### config.mk
export PLATFORM = sky130hd
export DESIGN_NAME = eth_fcs_gen
export DESIGN_NICKNAME = d
export VERILOG_FILES = /design/src/eth_fcs_gen.sv
export SDC_FILE = /design/constraint.sdc
export NUM_CORES = 1
export LEC_CHECK = 0
export ABC_CLOCK_PERIOD_IN_PS = 3000
export BUFFER_PORTS_ARGS = -buffer_cell sky130_fd_sc_hd__buf_2
export CAP_MARGIN = 10
export CORE_MARGIN = 5
export CORE_UTILIZATION = 43
export DETAILED_ROUTE_END_ITERATION = 12
export GPL_TIMING_DRIVEN = 0
export SETUP_SLACK_MARGIN = 0.1
export SLEW_MARGIN = 15
export SYNTH_ARGS = -nofsm -noshare
export SYNTH_HDL_FRONTEND = slang
export SYNTH_SLANG_ARGS = --single-unit
### constraint.sdc
create_clock -name gmii_tx_clk -period 3 [get_ports gmii_tx_clk]
set_input_delay 0 -clock gmii_tx_clk [delete_from_list [all_inputs] [get_ports gmii_tx_clk]]
set_output_delay 0 -clock gmii_tx_clk [all_outputs]
set_load 0.01 [all_outputs]
### src/eth_fcs_gen.sv
module eth_fcs_gen (
  input  logic        gmii_tx_clk,
  input  logic        sys_rst,
  input  logic        crc_init,
  input  logic        crc_en,
  input  logic [7:0]  data,
  output logic [31:0] fcs
);

  // 04C11DB7 in reflected form
  localparam logic [31:0] poly_rev = 32'hedb88320;

  logic [31:0] crc_q;
  logic [31:0] crc_next;
  logic [31:0] crc_view;

  // lsb first, matching the bit order on the wire
  function automatic logic [31:0] crc_byte(input logic [31:0] crc, input logic [7:0] d);
    logic [31:0] c;
    c = crc;
    for (int i = 0; i < 8; i++) begin
      if (c[0] ^ d[i]) begin
        c = (c >> 1) ^ poly_rev;
      end else begin
        c = c >> 1;
      end
    end
    return c;
  endfunction

  assign crc_next = crc_byte(crc_q, data);

  // look ahead over the byte on the bus this cycle,
  // so the first fcs byte can be taken right after the last payload byte
  always_comb begin
    if (crc_init) begin
      crc_view = '1;
    end else if (crc_en) begin
      crc_view = crc_next;
    end else begin
      crc_view = crc_q;
    end
  end

  // low byte of the reflected register leaves first, so it sits in fcs[31:24]
  assign fcs = ~{crc_view[7:0], crc_view[15:8], crc_view[23:16], crc_view[31:24]};

  always_ff @(posedge gmii_tx_clk) begin
    if (sys_rst || crc_init) begin
      crc_q <= '1;
    end else if (crc_en) begin
      crc_q <= crc_next;
    end
  end

endmodule

; ---- Word-level counts from Yosys, hierarchy flattened
; Index checks and enable logic that the tools add are counted.
; Widths: inputs -> output; s select.
[word_totals]
ff_bits = 32
in_bits = 12
out_inout_bits = 32
wordCells = 29
[op_classes]
mux = 10
bitwise = 17
n_reduce_logical = 1
[op_table]
columns = cell, n
row1 = $mux 32, 10
row2 = $not 13->14, 8
row3 = $not 32->32, 1
row4 = $xor 1x1->1, 8
row5 = $logic_or 1x1->1, 1

; ---- Longest topological paths before layout
[depth]
depth_word = 19
mapped_depth = 6
depth_no_buf = 4

; ---- Worst setup path after synthesis
; No wires, ideal clock.
[synth_path]
path_type = reg2reg
start = register crc_q[6]
end = register crc_q[22]
setup_time_ps = 120
t_arrival_ps = 1856
t_required_ps = 2880
setup_slack_ps = 1024
stages_incl_launch_ff = 5
n_path_buf = 0
period_less_slack_ps = 1976
path_cell_list = dfxtp_1 -> xnor2_4 -> xor3_2 -> xor3_1 -> a211o_1
[synth_via]
elab_chain_cells = 11
[synth_lines]
columns = item, line_no
row1 = "start, declared", 13  ; logic [31:0] crc_q;
row2 = "start signal, assigned", 52  ; crc_q <= crc_next;
row3 = $not 13->14 (no line), n/a
row4 = $mux 32 * (6 in a row), 22  ; if (c[0] ^ d[i]) begin
row5 = $xor 1x1->1 *, 22
row6 = $mux 32 * (2 in a row), 22
row7 = $mux 32 *, n/a
; Every way passes the cells marked *; elsewhere a longest branch is shown, timed or not.
; A chain may end at the register's enable or synchronous reset.

; ---- Worst setup path in the final report
[layout_path]
start = register crc_q[6]
end = output fcs[1]
[layout_via]
elab_chain_cells = 13
[layout_lines]
columns = item, line_no
row1 = $not 13->14 (no line), n/a
row2 = $mux 32 * (6 in a row), 22
row3 = $xor 1x1->1 *, 22
row4 = $mux 32 * (2 in a row), 22
row5 = $mux 32 *, n/a
row6 = $mux 32 *, 36  ; if (crc_init) begin
row7 = $not 32->32 *, 46  ; assign fcs = ~{crc_view[7:0], crc_view[15:8], crc_view[23:16], crc_view[31:24]};
row8 = "end, declared", 7  ; output logic [31:0] fcs
; Marked as above.

==> summary.md <==
| Metric | Value |
|---|---|
| Skew final | `6.44 ps` |
| DP Wirelength | `roughly 4.7 mm` |
| Final Critical Period | `2500 ps` |
| Period utilization | `0.833` |
| Seq cells post-synth | `32` |
| CTS Hold Bufs | `1` |
| Global Route Usage Sum | `0.191` |
| CP Class | `reg -> out` |
| Antenna Cells | `0` |
| Total power | `0.00169 W` |
| Outcome | `finished clean` |
| Final wirelength | `around 6.5 mm` |
| Slew HR | `0.572` |
| Gr ovfl total | `0` |
| Area after DPL | `2700 µm²` |
| Vias per inst | `around 5.4` |
| Internal power | `0.00109 W` |
| Fin Setup TNS | `0 ps` |
| Pin count of the biggest net entering global routing | `11` |
| CP max stage delay | `610 ps` |
| R2R Setup Slk | `approximately 860 ps` |
| Placement Rows | `27` |
| Fin nets | `279` |
| Post-route ant nets | `0` |
| RSZ-0062 raised after global routing | `false` |
| Largest register FFs | `32` |
| Hold path depth | `3` |
| H-tree levels | `2` |
| Power share of the clock group | `0.225` |
| Least-Margin Pin Slew | `639 ps` |
| Initial antenna violation count | `0` |
| Synth cell types | `24` |
| Ys Warns | `0` |
| Power per cell area | `604 nW/µm²` |
| Worst path slowest cell | `xor3_2` |
| CTS buffer count | `5` |
| Endpoints failing hold | `0` |
| # setup viols final | `0` |
| Core ar. | `5470 µm²` |
| Clk buf depth | `2` |
| Worst-Skew Late Latency | `approximately 290 ps` |
| Commonest cells after routing, fill and taps aside | `buf_2, dfxtp_1, nor2b_1, a211oi_1, a211o_1` |
| Final instance area | `2800 µm²` |
| R2r worst-path depth | `4` |
| CP arrival | `about 2500 ps` |
| Max-cap violations | `0` |
| PortBufs | `41` |
| TritonCTS clock tree | `yes` |
| Max Slew Vio Count | `0` |
| CTS root buf | `clkbuf_8` |
| Worst hold path class | `in -> reg` |
| Combinational power share | `0.490` |
| Commonest non-fill, non-tap cell in the layout | `buf_2` |
| Sink Count | `32` |
| Setup crit start kind | `flop` |
| Peak supply drop | `348 µV` |
| Die ar. | `7170 µm²` |
| Sw frac | `0.355` |
| Cell count after synthesis | `218` |
| Layout cells sized above 1 | `0.236` |
| Crit end category | `primary output` |
| Routed wire length per instance | `19.0 µm` |
| Largest Register | `crc_q` |
| Fmax | `0.400 GHz` |
| Switching power | `0.000601 W` |
| Area grow syn2layout | `16.7%` |
| Die Height | `84.7 µm` |
| Via count | `1840` |
| # Post-CTS Setup Buffers | `0` |
| CP max FO | `6` |
| Regs by FF count | `crc_q (32)` |
| Remaining DRCs | `0` |
| Clk slew on worst S/H paths | `80 ps` |
| Detailed Route Iter0 Violations | `approximately 110` |
| Mapped Area | `2400 µm²` |
| Seq pwr share | `0.284` |
| Seq/Total Area, Yosys | `0.267` |
| Syn Nets | `230` |
| CP cell instances | `xnor2_4, xor3_2, xnor3_1, a211oi_1, buf_2` |
| Drt pass-1 iters | `4` |
| Initial Util | `0.439` |
| Die X | `84.7 µm` |
| Num ports | `44` |
| Pleak | `1.21 nW` |
| Via count of the first global-routing pass | `1906` |
| CP required | `3000 ps` |
| Mean post-synth cell area | `11.0 µm²` |
| First-pass GRT wire length | `approximately 10 mm` |
| Global placement routability congestion | `0.789` |
| Resized cells post-CTS | `0` |
==> cell usage after synthesis <==
cell | n | share of area
xnor2_2 | 5 | 0.034
xor3_2 | 1 | 0.010
buf_1 | 2 | 0.0031
a21oi_1 | 3 | 0.0063
a211o_1 | 28 | 0.10
inv_1 | 3 | 0.0047
dfxtp_1 | 32 | 0.27
o21ai_1 | 1 | 0.0021
a311oi_1 | 2 | 0.0073
o21a_1 | 1 | 0.0031
nand2_1 | 2 | 0.0031
a311o_1 | 2 | 0.0083
buf_2 | 1 | 0.0021
xnor3_1 | 12 | 0.11
xnor2_4 | 5 | 0.057
a211oi_1 | 28 | 0.088
xor2_1 | 11 | 0.040
nor2_1 | 5 | 0.0078
xnor2_1 | 20 | 0.073
nor2b_1 | 28 | 0.073
or2_2 | 3 | 0.0078
xor3_1 | 6 | 0.059
nand2b_1 | 1 | 0.0026
clkbuf_1 | 16 | 0.025
==> metrics by stage <==
stage	utilization	instances	worst slack [ps]	hold WS (ps)
final	0.512	339	500	197
after global routing	0.512	339	411	228
after CTS	0.512	339	478	220
after detailed placement	0.492	331	832	215
after global placement	0.492	331	806	207
after floorplan	-	218	1020	97.9
==> layout make-up <==
type	instances	area [µm²]
fillers	530	2670
well taps	72	90.1
multi-input cells	164	1680
clock buffers	7	96.3
repair buffers	42	215
inverters	3	11.3
plain buffers	19	72.6
flip-flops and latches	32	641
==> kinds of logic (layout without fill, tap and decap cells) <==
kind of cell / Yosys count / count (layout) / share of synthesized area
flops: 32 / 32 / 0.267
xor+xnor: 60 / 60 / 0.387
buf+inv: 22 / 71 / 0.0349
compound gates: 65 / 65 / 0.217
simple gates: 39 / 39 / 0.0944
==> routing by layer <==
layer  vias up  wire, µm  GRT usage
li1        894         -          -
met1       882      2910      0.257
met3         8       399     0.0481
met2        56      3060      0.302
met5         -         0          0
met4         0        80     0.0590
==> worst max-delay path, delay by kind of cell (launching register included) <==
family                    cells  cell delay [ps]
xor gates and xnor gates      3             1350
DFF                           1              360
AOI/OAI and AO/OA             1              290
buffers and inverters         1              190
==> power groups by stage <==
stage / Combinational [W] / Sequential, W / Clock, W
2_1_floorplan: 0.000652 / 0.000486 / 0
3_3_place_gp: 0.000823 / 0.000490 / 0
3_5_place_dp: 0.000831 / 0.000491 / 0
4_1_cts: 0.000836 / 0.000482 / 0.000385
5_1_grt: 0.000900 / 0.000485 / 0.000403
6_report: 0.000830 / 0.000481 / 0.000381
==> path summary, 6_finish.rpt <==
check | start | end
setup / recovery | crc_q[6]$_SDFF_PP1_ | fcs[1]
hold / removal | crc_init | crc_q[31]$_SDFF_PP1_
setup reg to reg | crc_q[6]$_SDFF_PP1_ | crc_q[22]$_SDFF_PP1_
hold reg to reg | crc_q[19]$_SDFF_PP1_ | crc_q[19]$_SDFF_PP1_
Power figures use the tool's default switching activity.
