[src/tsx_pkg.sv]
package tsx_pkg;

  // header layout in ring words
  localparam int hdr_words = 7;

  // seven bytes of 0x55 plus the SFD
  localparam int preamble_len = 8;

  // width of a scheduled launch time
  localparam int time_w = 48;

  // local time references selectable by bits 62:60
  localparam int n_local_times = 7;

  // one host word write
  typedef struct packed {
    logic        wr;
    logic [15:0] data;
  } host_wr_t;

  // gmii transmit byte lane
  typedef struct packed {
    logic [7:0] txd;
    logic       tx_en;
  } gmii_tx_t;

  // word 0 is len, words 1..4 the timestamp command, words 5..6 the hash
  typedef struct packed {
    logic [15:0] len;
    logic [63:0] timestamp;
    logic [31:0] hash;
  } frame_hdr_t;

  typedef enum logic [2:0] {
    IDLE     = 3'd0,
    HDR_LOAD = 3'd1,
    WAITING  = 3'd2,
    SENDING  = 3'd3,
    FCS_1    = 3'd4,
    FCS_2    = 3'd5,
    FCS_3    = 3'd6
  } tx_state_e;

  // dip switch codes for the led debug view
  typedef enum logic [7:0] {
    VIEW_TS_0      = 8'h00,
    VIEW_TS_1      = 8'h01,
    VIEW_TS_2      = 8'h02,
    VIEW_TS_3      = 8'h03,
    VIEW_TS_4      = 8'h04,
    VIEW_TS_5      = 8'h05,
    VIEW_TS_6      = 8'h06,
    VIEW_TS_7      = 8'h07,
    VIEW_COMMIT_LO = 8'h10,
    VIEW_COMMIT_HI = 8'h11,
    VIEW_RD_LO     = 8'h14,
    VIEW_RD_HI     = 8'h15,
    VIEW_STATE     = 8'h20,
    VIEW_IFG       = 8'h30,
    VIEW_HDR_CNT   = 8'h40,
    VIEW_TX_CNT_LO = 8'h50,
    VIEW_TX_CNT_HI = 8'h51,
    VIEW_LEN_LO    = 8'h60,
    VIEW_LEN_HI    = 8'h61,
    VIEW_HASH_0    = 8'h70,
    VIEW_HASH_1    = 8'h71,
    VIEW_HASH_2    = 8'h72,
    VIEW_HASH_3    = 8'h73
  } led_view_e;

endpackage

[src/tx_timebase.sv]
module tx_timebase (
  input  logic                                                   gmii_tx_clk,
  input  logic                                                   sys_rst,
  input  logic [tsx_pkg::n_local_times-1:0]                      local_time_req,
  output logic [63:0]                                            global_counter,
  output logic [tsx_pkg::n_local_times-1:0][tsx_pkg::time_w-1:0] local_times
);

  // free running, starts from zero out of reset
  always_ff @(posedge gmii_tx_clk) begin
    if (sys_rst) begin
      global_counter <= '0;
    end else begin
      global_counter <= global_counter + 64'd1;
    end
  end

  // snapshot of the counter in the request cycle,
  // visible to the sender one cycle later
  always_ff @(posedge gmii_tx_clk) begin
    if (sys_rst) begin
      local_times <= '0;
    end else begin
      for (int i = 0; i < tsx_pkg::n_local_times; i++) begin
        if (local_time_req[i]) begin
          local_times[i] <= global_counter[tsx_pkg::time_w-1:0];
        end
      end
    end
  end

endmodule
[config.mk]
export PLATFORM = sky130hd
export DESIGN_NAME = tx_timebase
export DESIGN_NICKNAME = d
export VERILOG_FILES = /design/src/tsx_pkg.sv /design/src/tx_timebase.sv
export SDC_FILE = /design/constraint.sdc
export NUM_CORES = 1
export LEC_CHECK = 0
export BUFFER_PORTS_ARGS = -buffer_cell sky130_fd_sc_hd__buf_4
export CAP_MARGIN = 20
export CORE_MARGIN = 2
export CORE_UTILIZATION = 25
export CTS_BUF_LIST = sky130_fd_sc_hd__clkbuf_4 sky130_fd_sc_hd__clkbuf_8
export DETAILED_ROUTE_END_ITERATION = 8
export SYNTH_ARGS = -nofsm -noshare
export SYNTH_HDL_FRONTEND = slang
export SYNTH_SLANG_ARGS = --single-unit
[constraint.sdc]
create_clock -name gmii_tx_clk -period 2.4 [get_ports gmii_tx_clk]
set_input_delay 0.24 -clock gmii_tx_clk [delete_from_list [all_inputs] [get_ports gmii_tx_clk]]
set_output_delay 0.24 -clock gmii_tx_clk [all_outputs]
set_load 0.02 [all_outputs]
* Word-level counts from Yosys, hierarchy flattened
Index checks and enable logic that the tools add are counted.
W data, S select, Z words.
** Word-level totals
- Register bits after elaboration :: 400
- Input bits :: 9
- Output and inout port bits :: 400
** Cells by class
- $add $sub $neg :: 1
** Operators with widths (count)
- $add A64 B1 Y64 const B :: 1

* Depth between registers and ports, before layout
- Depth in word-level cells :: 1
- Gate-level depth with buffers :: 8

* Worst setup path before layout
Ideal clock, no wire load.
- Path type :: register to register
- Start point :: register global_counter[1]
- End point :: register global_counter[56]
- Arrival :: 2081 ps
- Data required time :: 2330 ps
- Slack :: 249 ps
- Cell stages (with the launch flop) :: 7
- Path buffers :: 0
- Period minus slack after synthesis :: 2151 ps
- Cell sequence :: dfxtp_1 > ha_1 > nand4_2 > nor4_4 > nand4_2 > or4b_1 > a21oi_1
** Between the ends
- Longest elaborated chain between the ends :: 1
** Ends and longest elaborated chain
- start, declared :: line tx_timebase.sv:5 : output logic [63:0] global_counter,
- start signal, assigned :: line tx_timebase.sv:14 : global_counter <= global_counter + 64'd1;
- $add A64 B1 Y64 :: line tx_timebase.sv:14
No other way between the ends.
A chain may end at the register's enable or synchronous reset.

* Final worst setup path
- Start point :: register global_counter[0]
- End point :: register global_counter[63]
Same word-level chain as after synthesis.

==> reports/results.ini <==
[placement]
gp_congestion=0.7799
io_buffers=408
post-dp-hpwl_um=33970
place_inst=2599
place_area_um2=18990

[final_layout]
nets=1913
postLayoutCellArea_um2=20700
syn_to_final_growth_pct=39.40
final_cells=2733
final_common_cell=buf_4
final_cell_mix=buf_4 (473), dfxtp_1 (400), nor2_1 (382)
antennaDiodeCount=0
layout-drive-gt1-share_pct=31.99

[global_routing]
overflow=0
grtUsageTotal_pct=15.70
grt_max_degree=86
antenna_found_initial=0
grt_pass1_vias=11590
grt_pass1_wl_um=72320

[clocking]
htree_levels=3
insertion_delay_ns=0.64
cts_root_buf=clkbuf_8
clkTransAtPathRegs_ns=0.06
max-clock-path-buffers=3
hold_buffers=0
cts-buffers-inserted=72
clock-sinks=400
tritoncts=yes

[setup_path]
worstPathCellList=buf_4, nand4_1, nor4_2, nand4_1, buf_4, or3_1, a21oi_1
crit-reg2reg-launch=global_counter[0]
required_ns=2.97
endpoint=global_counter[63]
path_max_fanout=11
crit_arrival_ns=2.73
path_class=flip-flop to flip-flop
crit_start=global_counter[0]
r2r_end=global_counter[63]
cp-end-kind=flip-flop
reg2reg_depth=7
startpoint_type=flip-flop
r2r_slack_ns=0.25
crit_slowest_cell=nor4_2
max_stage_delay_ns=0.39

[synth]
ys_seq_elements=400
synth_cell_types=35
synth_area_per_cell_um2=10.00
ys_warn_count=0
ys_seq_area_share_pct=53.94
mappedNetlistArea_um2=14850
synth_nets=1494
synthesis.instances=1484

[sta]
tightestPinTransition_ns=0.6737
rsz0062_at_grt=no
setup_viol=0
finalHoldViolCount=0
timing.fmax_mhz=464.1
timing.final.crit_share_pct=89.79
finalMaxSlewViolations=0
slew_headroom_pct=55.09
period_minus_slack_ns=2.155
fin_skew_ns=0.02903

[status]
status=finished clean

[die]
core_um2=58910
dieArea_um2=61350
initial_core_util_pct=25.20
row_count=89
top_level_ports=409
die_h_um=247.7
die_w_um=247.7

[hold_path]
min_path_type=primary input to flip-flop

[drt]
dr.pass1.iters=4
routedWlPerCell_um=18.30
vias=12010
drt_iter0_markers=457
drc_errors=0
totalWireLength_um=50020
drt-vias-per-instance=4.394
ant_nets=0

[power]
power_density_nw_per_um2=701.3
p_total_w=0.01451
p_leak_nw=9.628
ir_drop_uv=358.7

[job]
drv_cap=0

==> critical path, delay by kind of cell (launching register included) <==
| family | cells | cell delay (ns) |
|---|---|---|
| buffers and inverters | 2 | 0.40 |
| and+or+nand+nor | 4 | 1.22 |
| AOI/OAI and AO/OA | 1 | 0.14 |
| DFF | 1 | 0.33 |
==> metrics by stage <==
step	hold WS [ns]	utilization, %	setup TNS, ns	setup slack [ns]
2_1_floorplan	0.5576	-	0	0.2486
5_1_grt	0.05538	35.13	0	0.02038
4_1_cts	0.02302	35.09	0	0.05070
3_3_place_gp	0.4739	32.23	0	0.06090
3_5_place_dp	0.4809	32.23	-0.4209	-0.09961
6_report	0.07782	35.13	0	0.2452
==> synth_stat cells <==
master	instances	area, um^2
a21oi_1	26	130.1
and2_1	2	12.51
and3_1	4	25.02
and4_1	1	8.760
buf_1	17	63.81
buf_2	18	90.09
buf_4	11	82.58
buf_6	1	11.26
clkbuf_1	91	341.6
clkbuf_2	2	10.01
dfxtp_1	400	8008
ha_1	1	12.51
inv_1	9	33.78
mux2i_1	336	3363
nand2_1	22	82.58
nand3_1	21	105.1
nand3_2	3	30.03
nand4_1	26	162.7
nand4_2	2	25.02
nand4_4	2	42.54
nand4b_1	1	8.760
nor2_1	382	1434
nor2b_1	1	6.260
nor3_1	7	35.03
nor4_1	7	43.79
nor4_2	1	12.51
nor4_4	2	42.54
o21ai_0	23	115.1
o31ai_1	2	15.01
o41ai_1	1	8.760
or3_1	23	143.9
or4_1	2	15.01
or4b_1	1	10.01
xnor2_1	11	96.34
xor2_1	25	219.0
==> how the worst min path moves through the flow <==
stage | from | cells after the start | to | slack [ns]
after floorplan | global_counter[63] | 2 | global_counter[63] | 0.56
after global placement | local_times[187] | 2 | local_times[187] | 0.47
after detailed placement | local_times[328] | 2 | local_times[328] | 0.48
after CTS | sys_rst | 2 | global_counter[35] | 0.02
after global routing | sys_rst | 2 | local_times[326] | 0.06
final | sys_rst | 2 | local_times[86] | 0.08
==> flip-flops by register name, indices dropped and copies added (netlist names) <==
| signal | flops |
|---|---|
| global_counter | 64 |
| local_times | 336 |
==> cell families after synthesis <==
family	share of synthesized area (%)
adder cells (fa/ha/maj)	0.08426
AO/OA/AOI/OAI	1.812
buffers and inverters	4.264
flip-flops	53.94
AND/OR/NAND/NOR	15.13
multiplexers	22.65
XOR/XNOR	2.124
==> metal layers <==
metal	GRT usage [%]	vias to the layer above	routed length, um
met1	19.24	5744	21510
met4	5.248	0	1015
met3	4.996	77	3870
li1	-	5800	-
met5	0	-	0
met2	25.99	388	23630
==> power by group <==
part           internal [W]  switching (W)  total (W)
registers           0.00666      0.0000155    0.00668
logic              0.000209       0.000374   0.000583
clock network       0.00439        0.00287    0.00725
==> what timing repair did <==
action	4_1_cts	5_1_grt
gates cloned	0	0
setup buffers	2	1
gates resized for setup	0	2
endpoints found under the hold margin	0	0
pin swaps	1	0
setup endpoints to repair	5	12
==> layout make-up <==
| class | count | area [um^2] |
|---|---|---|
| multi-input cells | 935 | 6230 |
| clock inverters | 12 | 165.2 |
| flip-flops and latches | 400 | 8008 |
| well taps | 773 | 967.2 |
| fillers | 5926 | 38210 |
| repair buffers | 485 | 3786 |
| clock buffers | 119 | 1506 |
| inverters | 9 | 33.78 |
No activity file was read; power rests on OpenSTA's default activity.
