File: src/tsx_pkg.sv
package tsx_pkg;

  // header layout in ring words
  localparam int hdr_words = 7;

  // seven bytes of 0x55 plus the SFD
  localparam int preamble_len = 8;

  // width of a scheduled launch time
  localparam int time_w = 48;

  // local time references selectable by bits 62:60
  localparam int n_local_times = 7;

  // one host word write
  typedef struct packed {
    logic        wr;
    logic [15:0] data;
  } host_wr_t;

  // gmii transmit byte lane
  typedef struct packed {
    logic [7:0] txd;
    logic       tx_en;
  } gmii_tx_t;

  // word 0 is len, words 1..4 the timestamp command, words 5..6 the hash
  typedef struct packed {
    logic [15:0] len;
    logic [63:0] timestamp;
    logic [31:0] hash;
  } frame_hdr_t;

  typedef enum logic [2:0] {
    IDLE     = 3'd0,
    HDR_LOAD = 3'd1,
    WAITING  = 3'd2,
    SENDING  = 3'd3,
    FCS_1    = 3'd4,
    FCS_2    = 3'd5,
    FCS_3    = 3'd6
  } tx_state_e;

  // dip switch codes for the led debug view
  typedef enum logic [7:0] {
    VIEW_TS_0      = 8'h00,
    VIEW_TS_1      = 8'h01,
    VIEW_TS_2      = 8'h02,
    VIEW_TS_3      = 8'h03,
    VIEW_TS_4      = 8'h04,
    VIEW_TS_5      = 8'h05,
    VIEW_TS_6      = 8'h06,
    VIEW_TS_7      = 8'h07,
    VIEW_COMMIT_LO = 8'h10,
    VIEW_COMMIT_HI = 8'h11,
    VIEW_RD_LO     = 8'h14,
    VIEW_RD_HI     = 8'h15,
    VIEW_STATE     = 8'h20,
    VIEW_IFG       = 8'h30,
    VIEW_HDR_CNT   = 8'h40,
    VIEW_TX_CNT_LO = 8'h50,
    VIEW_TX_CNT_HI = 8'h51,
    VIEW_LEN_LO    = 8'h60,
    VIEW_LEN_HI    = 8'h61,
    VIEW_HASH_0    = 8'h70,
    VIEW_HASH_1    = 8'h71,
    VIEW_HASH_2    = 8'h72,
    VIEW_HASH_3    = 8'h73
  } led_view_e;

endpackage

File: src/frame_sender.sv
module frame_sender #(
  parameter int addr_w     = 14,
  parameter int ifg_cycles = 12
) (
  input  logic                                                   gmii_tx_clk,
  input  logic                                                   sys_rst,
  input  logic [addr_w-1:0]                                      commit_ptr,
  input  logic [15:0]                                            rd_q,
  output logic [addr_w-1:0]                                      rd_addr,
  input  logic [63:0]                                            global_counter,
  input  logic [tsx_pkg::n_local_times-1:0][tsx_pkg::time_w-1:0] local_times,
  output logic [tsx_pkg::n_local_times-1:0]                      local_time_req,
  input  logic [31:0]                                            fcs,
  output logic                                                   crc_init,
  output logic                                                   crc_en,
  output tsx_pkg::gmii_tx_t                                      gmii,
  input  logic [7:0]                                             dipsw,
  output logic [7:0]                                             led
);

  localparam int hdr_cnt_w = $clog2(tsx_pkg::hdr_words + 1);
  localparam int ifg_w     = $clog2(ifg_cycles + 1);
  localparam int hdr_bits  = 16 * tsx_pkg::hdr_words;
  localparam logic [16:0] sfd_idx = 17'(tsx_pkg::preamble_len - 1);
  localparam logic [tsx_pkg::n_local_times-1:0] req_one = 1;

  tsx_pkg::tx_state_e  state;
  tsx_pkg::frame_hdr_t hdr;

  logic [addr_w-1:0]          rd_ptr;
  logic [hdr_cnt_w-1:0]       hdr_cnt;
  logic [ifg_w-1:0]           ifg_cnt;
  logic [16:0]                tx_cnt;
  logic [16:0]                frame_end;
  logic [7:0]                 low_byte;
  logic [2:0]                 ref_sel;
  logic [tsx_pkg::time_w-1:0] ref_time;
  logic [tsx_pkg::time_w-1:0] target;
  logic                       ifg_ok;
  logic                       launch;
  logic [15:0]                commit_ptr_w;
  logic [15:0]                rd_ptr_w;

  assign rd_addr = rd_ptr;
  assign ifg_ok  = (ifg_cnt == ifg_w'(ifg_cycles));

  // selector 0 means no offset
  assign ref_sel  = hdr.timestamp[62:60];
  assign ref_time = (ref_sel == 3'd0) ? '0 : local_times[ref_sel - 3'd1];
  assign target   = hdr.timestamp[tsx_pkg::time_w-1:0] + ref_time;

  // byte index of the first fcs byte
  assign frame_end = {1'b0, hdr.len} + 17'(tsx_pkg::preamble_len);

  // sync and immediate frames only wait for the gap
  always_comb begin
    launch = 1'b0;
    if (state == tsx_pkg::WAITING && ifg_ok) begin
      launch = hdr.timestamp[63] ||
               (hdr.timestamp[tsx_pkg::time_w-1:0] == '0) ||
               (global_counter[tsx_pkg::time_w-1:0] == target);
    end
  end

  always_ff @(posedge gmii_tx_clk) begin
    if (sys_rst) begin
      state          <= tsx_pkg::IDLE;
      rd_ptr         <= '0;
      hdr_cnt        <= '0;
      ifg_cnt        <= ifg_w'(ifg_cycles);
      tx_cnt         <= '0;
      gmii           <= '0;
      crc_init       <= 1'b0;
      crc_en         <= 1'b0;
      local_time_req <= '0;
    end else begin
      gmii.tx_en     <= 1'b0;
      gmii.txd       <= 8'h00;
      crc_init       <= 1'b0;
      crc_en         <= 1'b0;
      local_time_req <= '0;

      if (!ifg_ok) begin
        ifg_cnt <= ifg_cnt + 1'b1;
      end

      case (state)
        tsx_pkg::IDLE: begin
          // a pointer gap means a whole frame is committed
          if (rd_ptr != commit_ptr) begin
            state   <= tsx_pkg::HDR_LOAD;
            hdr_cnt <= '0;
          end
        end
        tsx_pkg::HDR_LOAD: begin
          hdr_cnt <= hdr_cnt + 1'b1;
          if (hdr_cnt < tsx_pkg::hdr_words) begin
            rd_ptr <= rd_ptr + 1'b1;
          end
          // read data trails the address by one cycle
          if (hdr_cnt != '0) begin
            hdr <= {hdr[hdr_bits-17:0], rd_q};
          end
          if (hdr_cnt == tsx_pkg::hdr_words) begin
            state <= tsx_pkg::WAITING;
          end
        end
        tsx_pkg::WAITING: begin
          // first preamble byte goes out on the launch edge
          if (launch) begin
            state      <= tsx_pkg::SENDING;
            tx_cnt     <= 17'd1;
            gmii.tx_en <= 1'b1;
            gmii.txd   <= 8'h55;
            if (hdr.timestamp[63] && ref_sel != 3'd0) begin
              local_time_req <= req_one << (ref_sel - 3'd1);
            end
          end
        end
        tsx_pkg::SENDING: begin
          tx_cnt     <= tx_cnt + 17'd1;
          gmii.tx_en <= 1'b1;
          if (tx_cnt < sfd_idx) begin
            gmii.txd <= 8'h55;
          end else if (tx_cnt == sfd_idx) begin
            gmii.txd <= 8'hd5;
            crc_init <= 1'b1;
          end else if (tx_cnt == frame_end) begin
            gmii.txd <= fcs[31:24];
            state    <= tsx_pkg::FCS_1;
          end else if (!tx_cnt[0]) begin
            // high byte now, keep the low byte and fetch the next word
            gmii.txd <= rd_q[15:8];
            low_byte <= rd_q[7:0];
            rd_ptr   <= rd_ptr + 1'b1;
            crc_en   <= 1'b1;
          end else begin
            gmii.txd <= low_byte;
            crc_en   <= 1'b1;
          end
        end
        tsx_pkg::FCS_1: begin
          state      <= tsx_pkg::FCS_2;
          gmii.tx_en <= 1'b1;
          gmii.txd   <= fcs[23:16];
        end
        tsx_pkg::FCS_2: begin
          state      <= tsx_pkg::FCS_3;
          gmii.tx_en <= 1'b1;
          gmii.txd   <= fcs[15:8];
        end
        tsx_pkg::FCS_3: begin
          // rd_ptr already sits on the next frame header
          state      <= tsx_pkg::IDLE;
          gmii.tx_en <= 1'b1;
          gmii.txd   <= fcs[7:0];
          ifg_cnt    <= '0;
        end
        default: begin
          state <= tsx_pkg::IDLE;
        end
      endcase
    end
  end

  assign commit_ptr_w = 16'(commit_ptr);
  assign rd_ptr_w     = 16'(rd_ptr);

  // leds are active low
  always_comb begin
    case (dipsw)
      tsx_pkg::VIEW_TS_0:      led = ~hdr.timestamp[7:0];
      tsx_pkg::VIEW_TS_1:      led = ~hdr.timestamp[15:8];
      tsx_pkg::VIEW_TS_2:      led = ~hdr.timestamp[23:16];
      tsx_pkg::VIEW_TS_3:      led = ~hdr.timestamp[31:24];
      tsx_pkg::VIEW_TS_4:      led = ~hdr.timestamp[39:32];
      tsx_pkg::VIEW_TS_5:      led = ~hdr.timestamp[47:40];
      tsx_pkg::VIEW_TS_6:      led = ~hdr.timestamp[55:48];
      tsx_pkg::VIEW_TS_7:      led = ~hdr.timestamp[63:56];
      tsx_pkg::VIEW_COMMIT_LO: led = ~commit_ptr_w[7:0];
      tsx_pkg::VIEW_COMMIT_HI: led = ~commit_ptr_w[15:8];
      tsx_pkg::VIEW_RD_LO:     led = ~rd_ptr_w[7:0];
      tsx_pkg::VIEW_RD_HI:     led = ~rd_ptr_w[15:8];
      tsx_pkg::VIEW_STATE:     led = ~{2'b00, gmii.tx_en, crc_init, crc_en, state};
      tsx_pkg::VIEW_IFG:       led = ~8'(ifg_cnt);
      tsx_pkg::VIEW_HDR_CNT:   led = ~8'(hdr_cnt);
      tsx_pkg::VIEW_TX_CNT_LO: led = ~tx_cnt[7:0];
      tsx_pkg::VIEW_TX_CNT_HI: led = ~tx_cnt[15:8];
      tsx_pkg::VIEW_LEN_LO:    led = ~hdr.len[7:0];
      tsx_pkg::VIEW_LEN_HI:    led = ~hdr.len[15:8];
      tsx_pkg::VIEW_HASH_0:    led = ~hdr.hash[7:0];
      tsx_pkg::VIEW_HASH_1:    led = ~hdr.hash[15:8];
      tsx_pkg::VIEW_HASH_2:    led = ~hdr.hash[23:16];
      tsx_pkg::VIEW_HASH_3:    led = ~hdr.hash[31:24];
      default:                 led = 8'hff;
    endcase
  end

  // a snapshot request is a single reference and comes only with a launch
  a_req_onehot: assert property (
    @(posedge gmii_tx_clk) disable iff (sys_rst)
    (|local_time_req) |-> $onehot(local_time_req) && $rose(gmii.tx_en)
  );

  // inter-frame gap seen on the bus
  a_ifg_kept: assert property (
    @(posedge gmii_tx_clk) disable iff (sys_rst)
    $fell(gmii.tx_en) |-> !gmii.tx_en [*ifg_cycles]
  );

  // reads stay inside committed frames
  a_rd_ptr_bound: assert property (
    @(posedge gmii_tx_clk) disable iff (sys_rst)
    (rd_ptr == commit_ptr) |=> $stable(rd_ptr)
  );

endmodule

File: config.mk
export PLATFORM = sky130hd
export DESIGN_NAME = frame_sender
export DESIGN_NICKNAME = d
export VERILOG_FILES = /design/src/tsx_pkg.sv /design/src/frame_sender.sv
export SDC_FILE = /design/constraint.sdc
export NUM_CORES = 1
export LEC_CHECK = 0
export BUFFER_PORTS_ARGS = -buffer_cell sky130_fd_sc_hd__buf_2
export CORE_AREA = 8 8 192 194
export CTS_CLUSTER_SIZE = 8
export DETAILED_ROUTE_END_ITERATION = 12
export DIE_AREA = 0 0 200 202
export PLACE_DENSITY = 0.78
export SLEW_MARGIN = 10
export SYNTH_ARGS = -nofsm -noshare
export SYNTH_HDL_FRONTEND = slang
export SYNTH_SLANG_ARGS = --single-unit
File: constraint.sdc
create_clock -name gmii_tx_clk -period 14.3 [get_ports gmii_tx_clk]
set_input_delay 0.715 -clock gmii_tx_clk [delete_from_list [all_inputs] [get_ports gmii_tx_clk]]
set_output_delay 0.715 -clock gmii_tx_clk [all_outputs]
set_load 0.1 [all_outputs]
=== Word level (Yosys, flattened, before mapping) ===
Cells that the tools add are included.

* $add $sub $neg: 7
* Order comparisons: 3
* Eq/ne operators: 44
* Shifts and indexed selects: 1
* Muxes and demuxes: 32
* Bitwise operators: 32
* Reductions and logical operators: 23

{| class="wikitable"
|+ Operators by type and width
! kind !! number
|-
| $pmux 8 s23 || 1
|-
| $bmux 48 s3 || 1
|-
| $not 8->8 || 18
|-
| $mux 48 || 2
|-
| $eq 8x7->1 const B || 9
|-
| $mux 14 || 5
|-
| $add 48x48->48 || 1
|-
| $eq 48x48->1 || 1
|-
| $logic_not 48->1 || 1
|-
| $pmux 9 s5 || 1
|-
| $mux 8 || 5
|-
| $pmux 17 s2 || 1
|-
| $eq 8x3->1 const B || 4
|-
| $eq 8x5->1 const B || 4
|-
| $pmux 14 s2 || 1
|-
| $not 6->8 || 3
|-
| $mux 3 || 7
|-
| $ne 2x2->1 const B || 9
|-
| $pmux 3 s6 || 1
|-
| $reduce_and 6->1 || 3
|-
| $add 16x4->17 const B || 1
|-
| $add 17x1->17 const B || 1
|-
| $eq 17x17->1 || 1
|-
| $eq 17x3->1 const B || 1
|-
| other kinds (35) || 60
|}

* Bits in registers: 179
* Input port bits: 472
* Output and inout port bits: 40
* Word-level logic and storage cells: 157

=== Longest topological paths before layout ===
* Depth after elaboration: 10
* Depth in mapped cells: 25
* Gate-level depth less buffers: 19

=== Least setup slack after synthesis ===
No wires, ideal clock.

* Path kind: input to register
* From: in sys_rst
* To: reg hdr[0] (netlist bit), enable pin
* Library setup time: 0.720 ns
* Arrival time: 8.729 ns
* Data required time: 13.580 ns
* Path slack: 4.851 ns
* Stages on the path: 3
* Buffers on the path: 2
* Cell sequence: clkbuf_1 -> clkbuf_1 -> nor3_1

* Cells in the longest elaborated chain, start to end: 2

{| class="wikitable"
|+ Ends and longest elaborated chain
! item !! line !! text
|-
| start: declaration || frame_sender.sv:6 || <nowiki>input logic sys_rst,</nowiki>
|-
| $not 1->1 (no line) || - ||
|-
| $reduce_and 3->1 (no line) || - ||
|-
| end signal: assignment || frame_sender.sv:102 || <nowiki>hdr <= {hdr[hdr_bits-17:0], rd_q};</nowiki>
|-
| end: declaration || frame_sender.sv:28 || <nowiki>tsx_pkg::frame_hdr_t hdr;</nowiki>
|}

No other way between the ends.
A chain may end at the register's enable or synchronous reset.

=== Worst setup path after layout ===
* From: reg hdr[92] (netlist bit)
* To: reg tx_cnt[14]

* Cells in the longest elaborated chain, start to end: 10
* Elaborated cells on any way between the ends: 11
* Those cells by class: 2 x add/sub; 2 x eq/ne; 4 x mux; 3 x reduce/logical

{| class="wikitable"
|+ Ends and longest elaborated chain
! item !! line !! text
|-
| $sub 3x1->3 || frame_sender.sv:49 || <nowiki>assign ref_time = (ref_sel == 3'd0) ? '0 : local_times[ref_sel - 3'd1];</nowiki>
|-
| $bmux 48 s3 || frame_sender.sv:49 ||
|-
| $mux 48 (implied by the code) || frame_sender.sv:49 ||
|-
| $mux 48 * || frame_sender.sv:49 ||
|-
| $add 48x48->48 * || frame_sender.sv:50 || <nowiki>assign target = hdr.timestamp[tsx_pkg::time_w-1:0] + ref_time;</nowiki>
|-
| $eq 48x48->1 * || frame_sender.sv:61 || <nowiki>(global_counter[tsx_pkg::time_w-1:0] == target);</nowiki>
|-
| $logic_or 1x1->1 * || frame_sender.sv:60 || <nowiki>(hdr.timestamp[tsx_pkg::time_w-1:0] == '0) ||</nowiki>
|-
| $mux 1 * || frame_sender.sv:58 || <nowiki>if (state == tsx_pkg::WAITING && ifg_ok) begin</nowiki>
|-
| $ne 2x2->1 (no line) * || - ||
|-
| $reduce_and 2->1 (no line) * || - ||
|-
| end signal: assignment || frame_sender.sv:121 || <nowiki>tx_cnt <= tx_cnt + 17'd1;</nowiki>
|-
| end: declaration || frame_sender.sv:33 || <nowiki>logic [16:0] tx_cnt;</nowiki>
|}

Mark *: on every way between the ends. The rest lies on a longest branch, timed or not. The select of a mux whose other input is x is not followed.

==> flow_metrics.env <==
export IMPL_hold_violations=0
export IMPL_rrSetupSlack_ns=5.75
export IMPL_seq_area_frac_synth_pct=30.7
export IMPL_die_h_um=202
export IMPL_dieArea_sq_mm=0.0404
export IMPL_final_cell_mix="495 x buf_2, 240 x nor2_1, 145 x a21oi_1"
export IMPL_post_route_period_util_pct=59.8
export IMPL_cts_htree_levels=4
export IMPL_cts_buffers=17
export IMPL_routedWlPerCell_um=31.1
export IMPL_syn_inst=1793
export IMPL_vdd_drop_max_uv=79.1
export IMPL_synth_nets=2326
export IMPL_antenna_found_initial=18
export IMPL_relSlewSlack_pct=7.18
export IMPL_cts_root_buf="clkbuf_16"
export IMPL_gp_congestion=1.09
export IMPL_wirelength_mm=83.8
export IMPL_outcome="complete, no violations"
export IMPL_start_util_pct=45.9
export IMPL_final_util_pct=55.7
export IMPL_whs_ns=0.448
export IMPL_drt_antenna_violating_nets=0
export IMPL_slew_violations=0
export IMPL_nFillCells=3136
export IMPL_fin_nets=2749
export IMPL_drive_gt1_share_pct=28.4
export IMPL_drtIter0Drc=2660
export IMPL_via_per_inst=6.66
export IMPL_rr_startpoint="hdr[92]$_DFFE_PP_"
export IMPL_synth_top_area_share_pct=23.1
export IMPL_max_freq_mhz=117
export IMPL_syn_cell_area_sq_mm=0.0156
export IMPL_first_global_vias=17000
export IMPL_ys_warn_count=0
export IMPL_async_flop_share_pct=0
export IMPL_tns_ns=0
export IMPL_ys_flop_type="edfxtp_1"
export IMPL_worst_endpoint_arrival_ns=8.82
export IMPL_ys_types=83
export IMPL_rsz0062_at_grt="false"
export IMPL_core_sq_mm=0.0339
export IMPL_grt_max_degree=77
export IMPL_cts_resized=0
export IMPL_grt_ovfl_total=0
export IMPL_clk_pin_slew_ns=0.08
export IMPL_cap_violations=0
export IMPL_rows=68
export IMPL_dpl_hpwl_mm=70.6
export IMPL_syn_to_final_growth_pct=21.4
export IMPL_clockBufferDepth=2
export IMPL_skew_ns=0.0224
export IMPL_ios=512
export IMPL_num_vias=17900
export IMPL_powerDensity_mw_per_mm2=120
export IMPL_critical_path_max_fanout=74
export IMPL_floorplan_die_width_um=200
export IMPL_fin_crit_ns=8.55
export IMPL_crit_type="flip-flop to flip-flop"
export IMPL_holdCritPathClass="input port to flip-flop"
export IMPL_post_cts_setup_buffers=0
export IMPL_portBuffers=495
export IMPL_min_delay_start="rd_q[9]"
export IMPL_dr_pass1_iters=6
export IMPL_crit_required_ns=14.57
export IMPL_synth_edf_count=120
export IMPL_drc=0
export IMPL_setup_viol=0
export IMPL_synth_seq_cells=179
export IMPL_worstMarginPinSlew_ns=1.38
export IMPL_final_common_cell="buf_2"
export IMPL_grt_usage_pct=39.8
export IMPL_grt_first_pass_wirelength_mm=117
export IMPL_cts_tree="built"
export IMPL_cts_hold_buf=0
export IMPL_cts_sinks=179
export IMPL_synth_top_area_cell="edfxtp_1"
export IMPL_leakagePower_uw=0.00750
export IMPL_netlist_top_cells_area="edfxtp_1 23%, dfxtp_1 7.6%, mux4_2 7.2%, nor2_1 5.8%, ha_1 4.8%"
export IMPL_cp_start_kind="flip-flop"
export IMPL_end_kind="flip-flop"
export IMPL_synth_avg_cell_area_sq_um=8.68
export IMPL_clk_latency_ns=0.46
export IMPL_crit_start="hdr[92]$_DFFE_PP_"
## kinds of logic (layout without fill, tap and decap cells)
group / after synthesis / count (layout) / synth area share (%)
buffers and inverters: 133 / 569 / 3.58
and+or+nand+nor: 659 / 659 / 20.4
DFF: 179 / 179 / 30.7
AOI/OAI and AO/OA: 526 / 526 / 22.0
muxes: 127 / 127 / 12.2
other: 0 / 11 / 0
xor gates and xnor gates: 108 / 108 / 6.20
adders and majority gates: 61 / 61 / 4.95
## synth_stat cells, drive strengths merged (5+ instances only)
master	count
nor2	240
a21oi	151
nand2	143
edfxtp	120
o21ai	85
a211oi	83
mux2i	75
o22ai	68
clkbuf	66
ha	60
dfxtp	59
nand4	56
xor2	55
xnor2	53
mux4	50
nor3	49
nor4	46
buf	41
nand3	39
inv	26
nor2b	17
a31oi	14
o211ai	14
o21a	14
and3	13
o221ai	13
a21o	12
and2	11
nand2b	11
a41oi	9
a21boi	8
o22a	8
and4	7
or3	6
a2111oi	5
nor3b	5
o31ai	5
or4	5
## layer usage
layer  GRT usage [%]  up-vias  routed length (um)
met4            11.6        2                2460
met5               0        -                  13
met3            13.9      167               12700
met2            56.7     1425               35600
met1            55.6     8583               33000
li1                -     7764                   -
## report_power, final
| group | total (uW) | switching [uW] | leakage [uW] | internal [uW] |
|---|---|---|---|---|
| clock network | 451 | 223 | 0.000274 | 229 |
| logic | 1160 | 774 | 0.00566 | 381 |
| registers | 663 | 66.3 | 0.00156 | 597 |
| total | 2270 | 1060 | 0.00750 | 1210 |
## state kept, by name, summed over array words and instances, names as in the netlist
signal	cells
crc_init	1
low_byte	8
hdr	112
state	3
local_time_req	7
rd_addr	14
hdr_cnt	3
tx_cnt	17
ifg_cnt	4
gmii	9
crc_en	1
## area by class of cell
type                            instances  area, sq um  area share, %
Antenna cell                           11         27.5          0.146
Inverter                               26         97.6          0.516
Sequential cell                       179         4780           25.3
Tap cell                              455          569           3.01
Multi-Input combinational cell       1481        10300           54.4
Clock buffer                           18          429           2.27
Clock inverter                         14          120          0.635
Timing Repair Buffer                  511         2600           13.7
## critical path, cell delays in order, from the launching register on
cell,delay [ns]
edfxtp_1,0.42
inv_2,0.10
buf_4,0.48
ha_1,0.34
xor2_4,0.64
buf_4,0.68
nor2_1,0.08
a211oi_1,0.95
ha_1,0.36
fa_1,0.27
a211oi_1,0.12
o21ai_1,0.40
a21oi_2,0.18
a2111oi_1,0.74
o31ai_1,0.21
mux2i_1,0.20
nor4_1,0.63
nand4_1,0.41
or4_4,0.64
nand2_2,0.31
a41oi_1,0.18
## through the flow
stage | total power, uW | std cells | cell area, sq um | setup slack (ns)
final | 2270 | 2695 | 18900 | 5.75
after global routing | 2340 | 2692 | 18900 | 5.50
after CTS | 2220 | 2684 | 18900 | 6.19
after detailed placement | 1770 | 2652 | 18300 | 6.21
after global placement | 1770 | 2652 | 18300 | 6.17
after floorplan | 1370 | 1793 | 15600 | 4.85
## final timing paths
path / endpoint / cells past startpoint
max: tx_cnt[14]$_SDFFE_PP0P_ / 20
min: hdr[9]$_DFFE_PP_ / 1
max reg2reg: tx_cnt[14]$_SDFFE_PP0P_ / 20
min reg2reg: hdr[37]$_DFFE_PP_ / 0
Power figures use the tool's default switching activity.
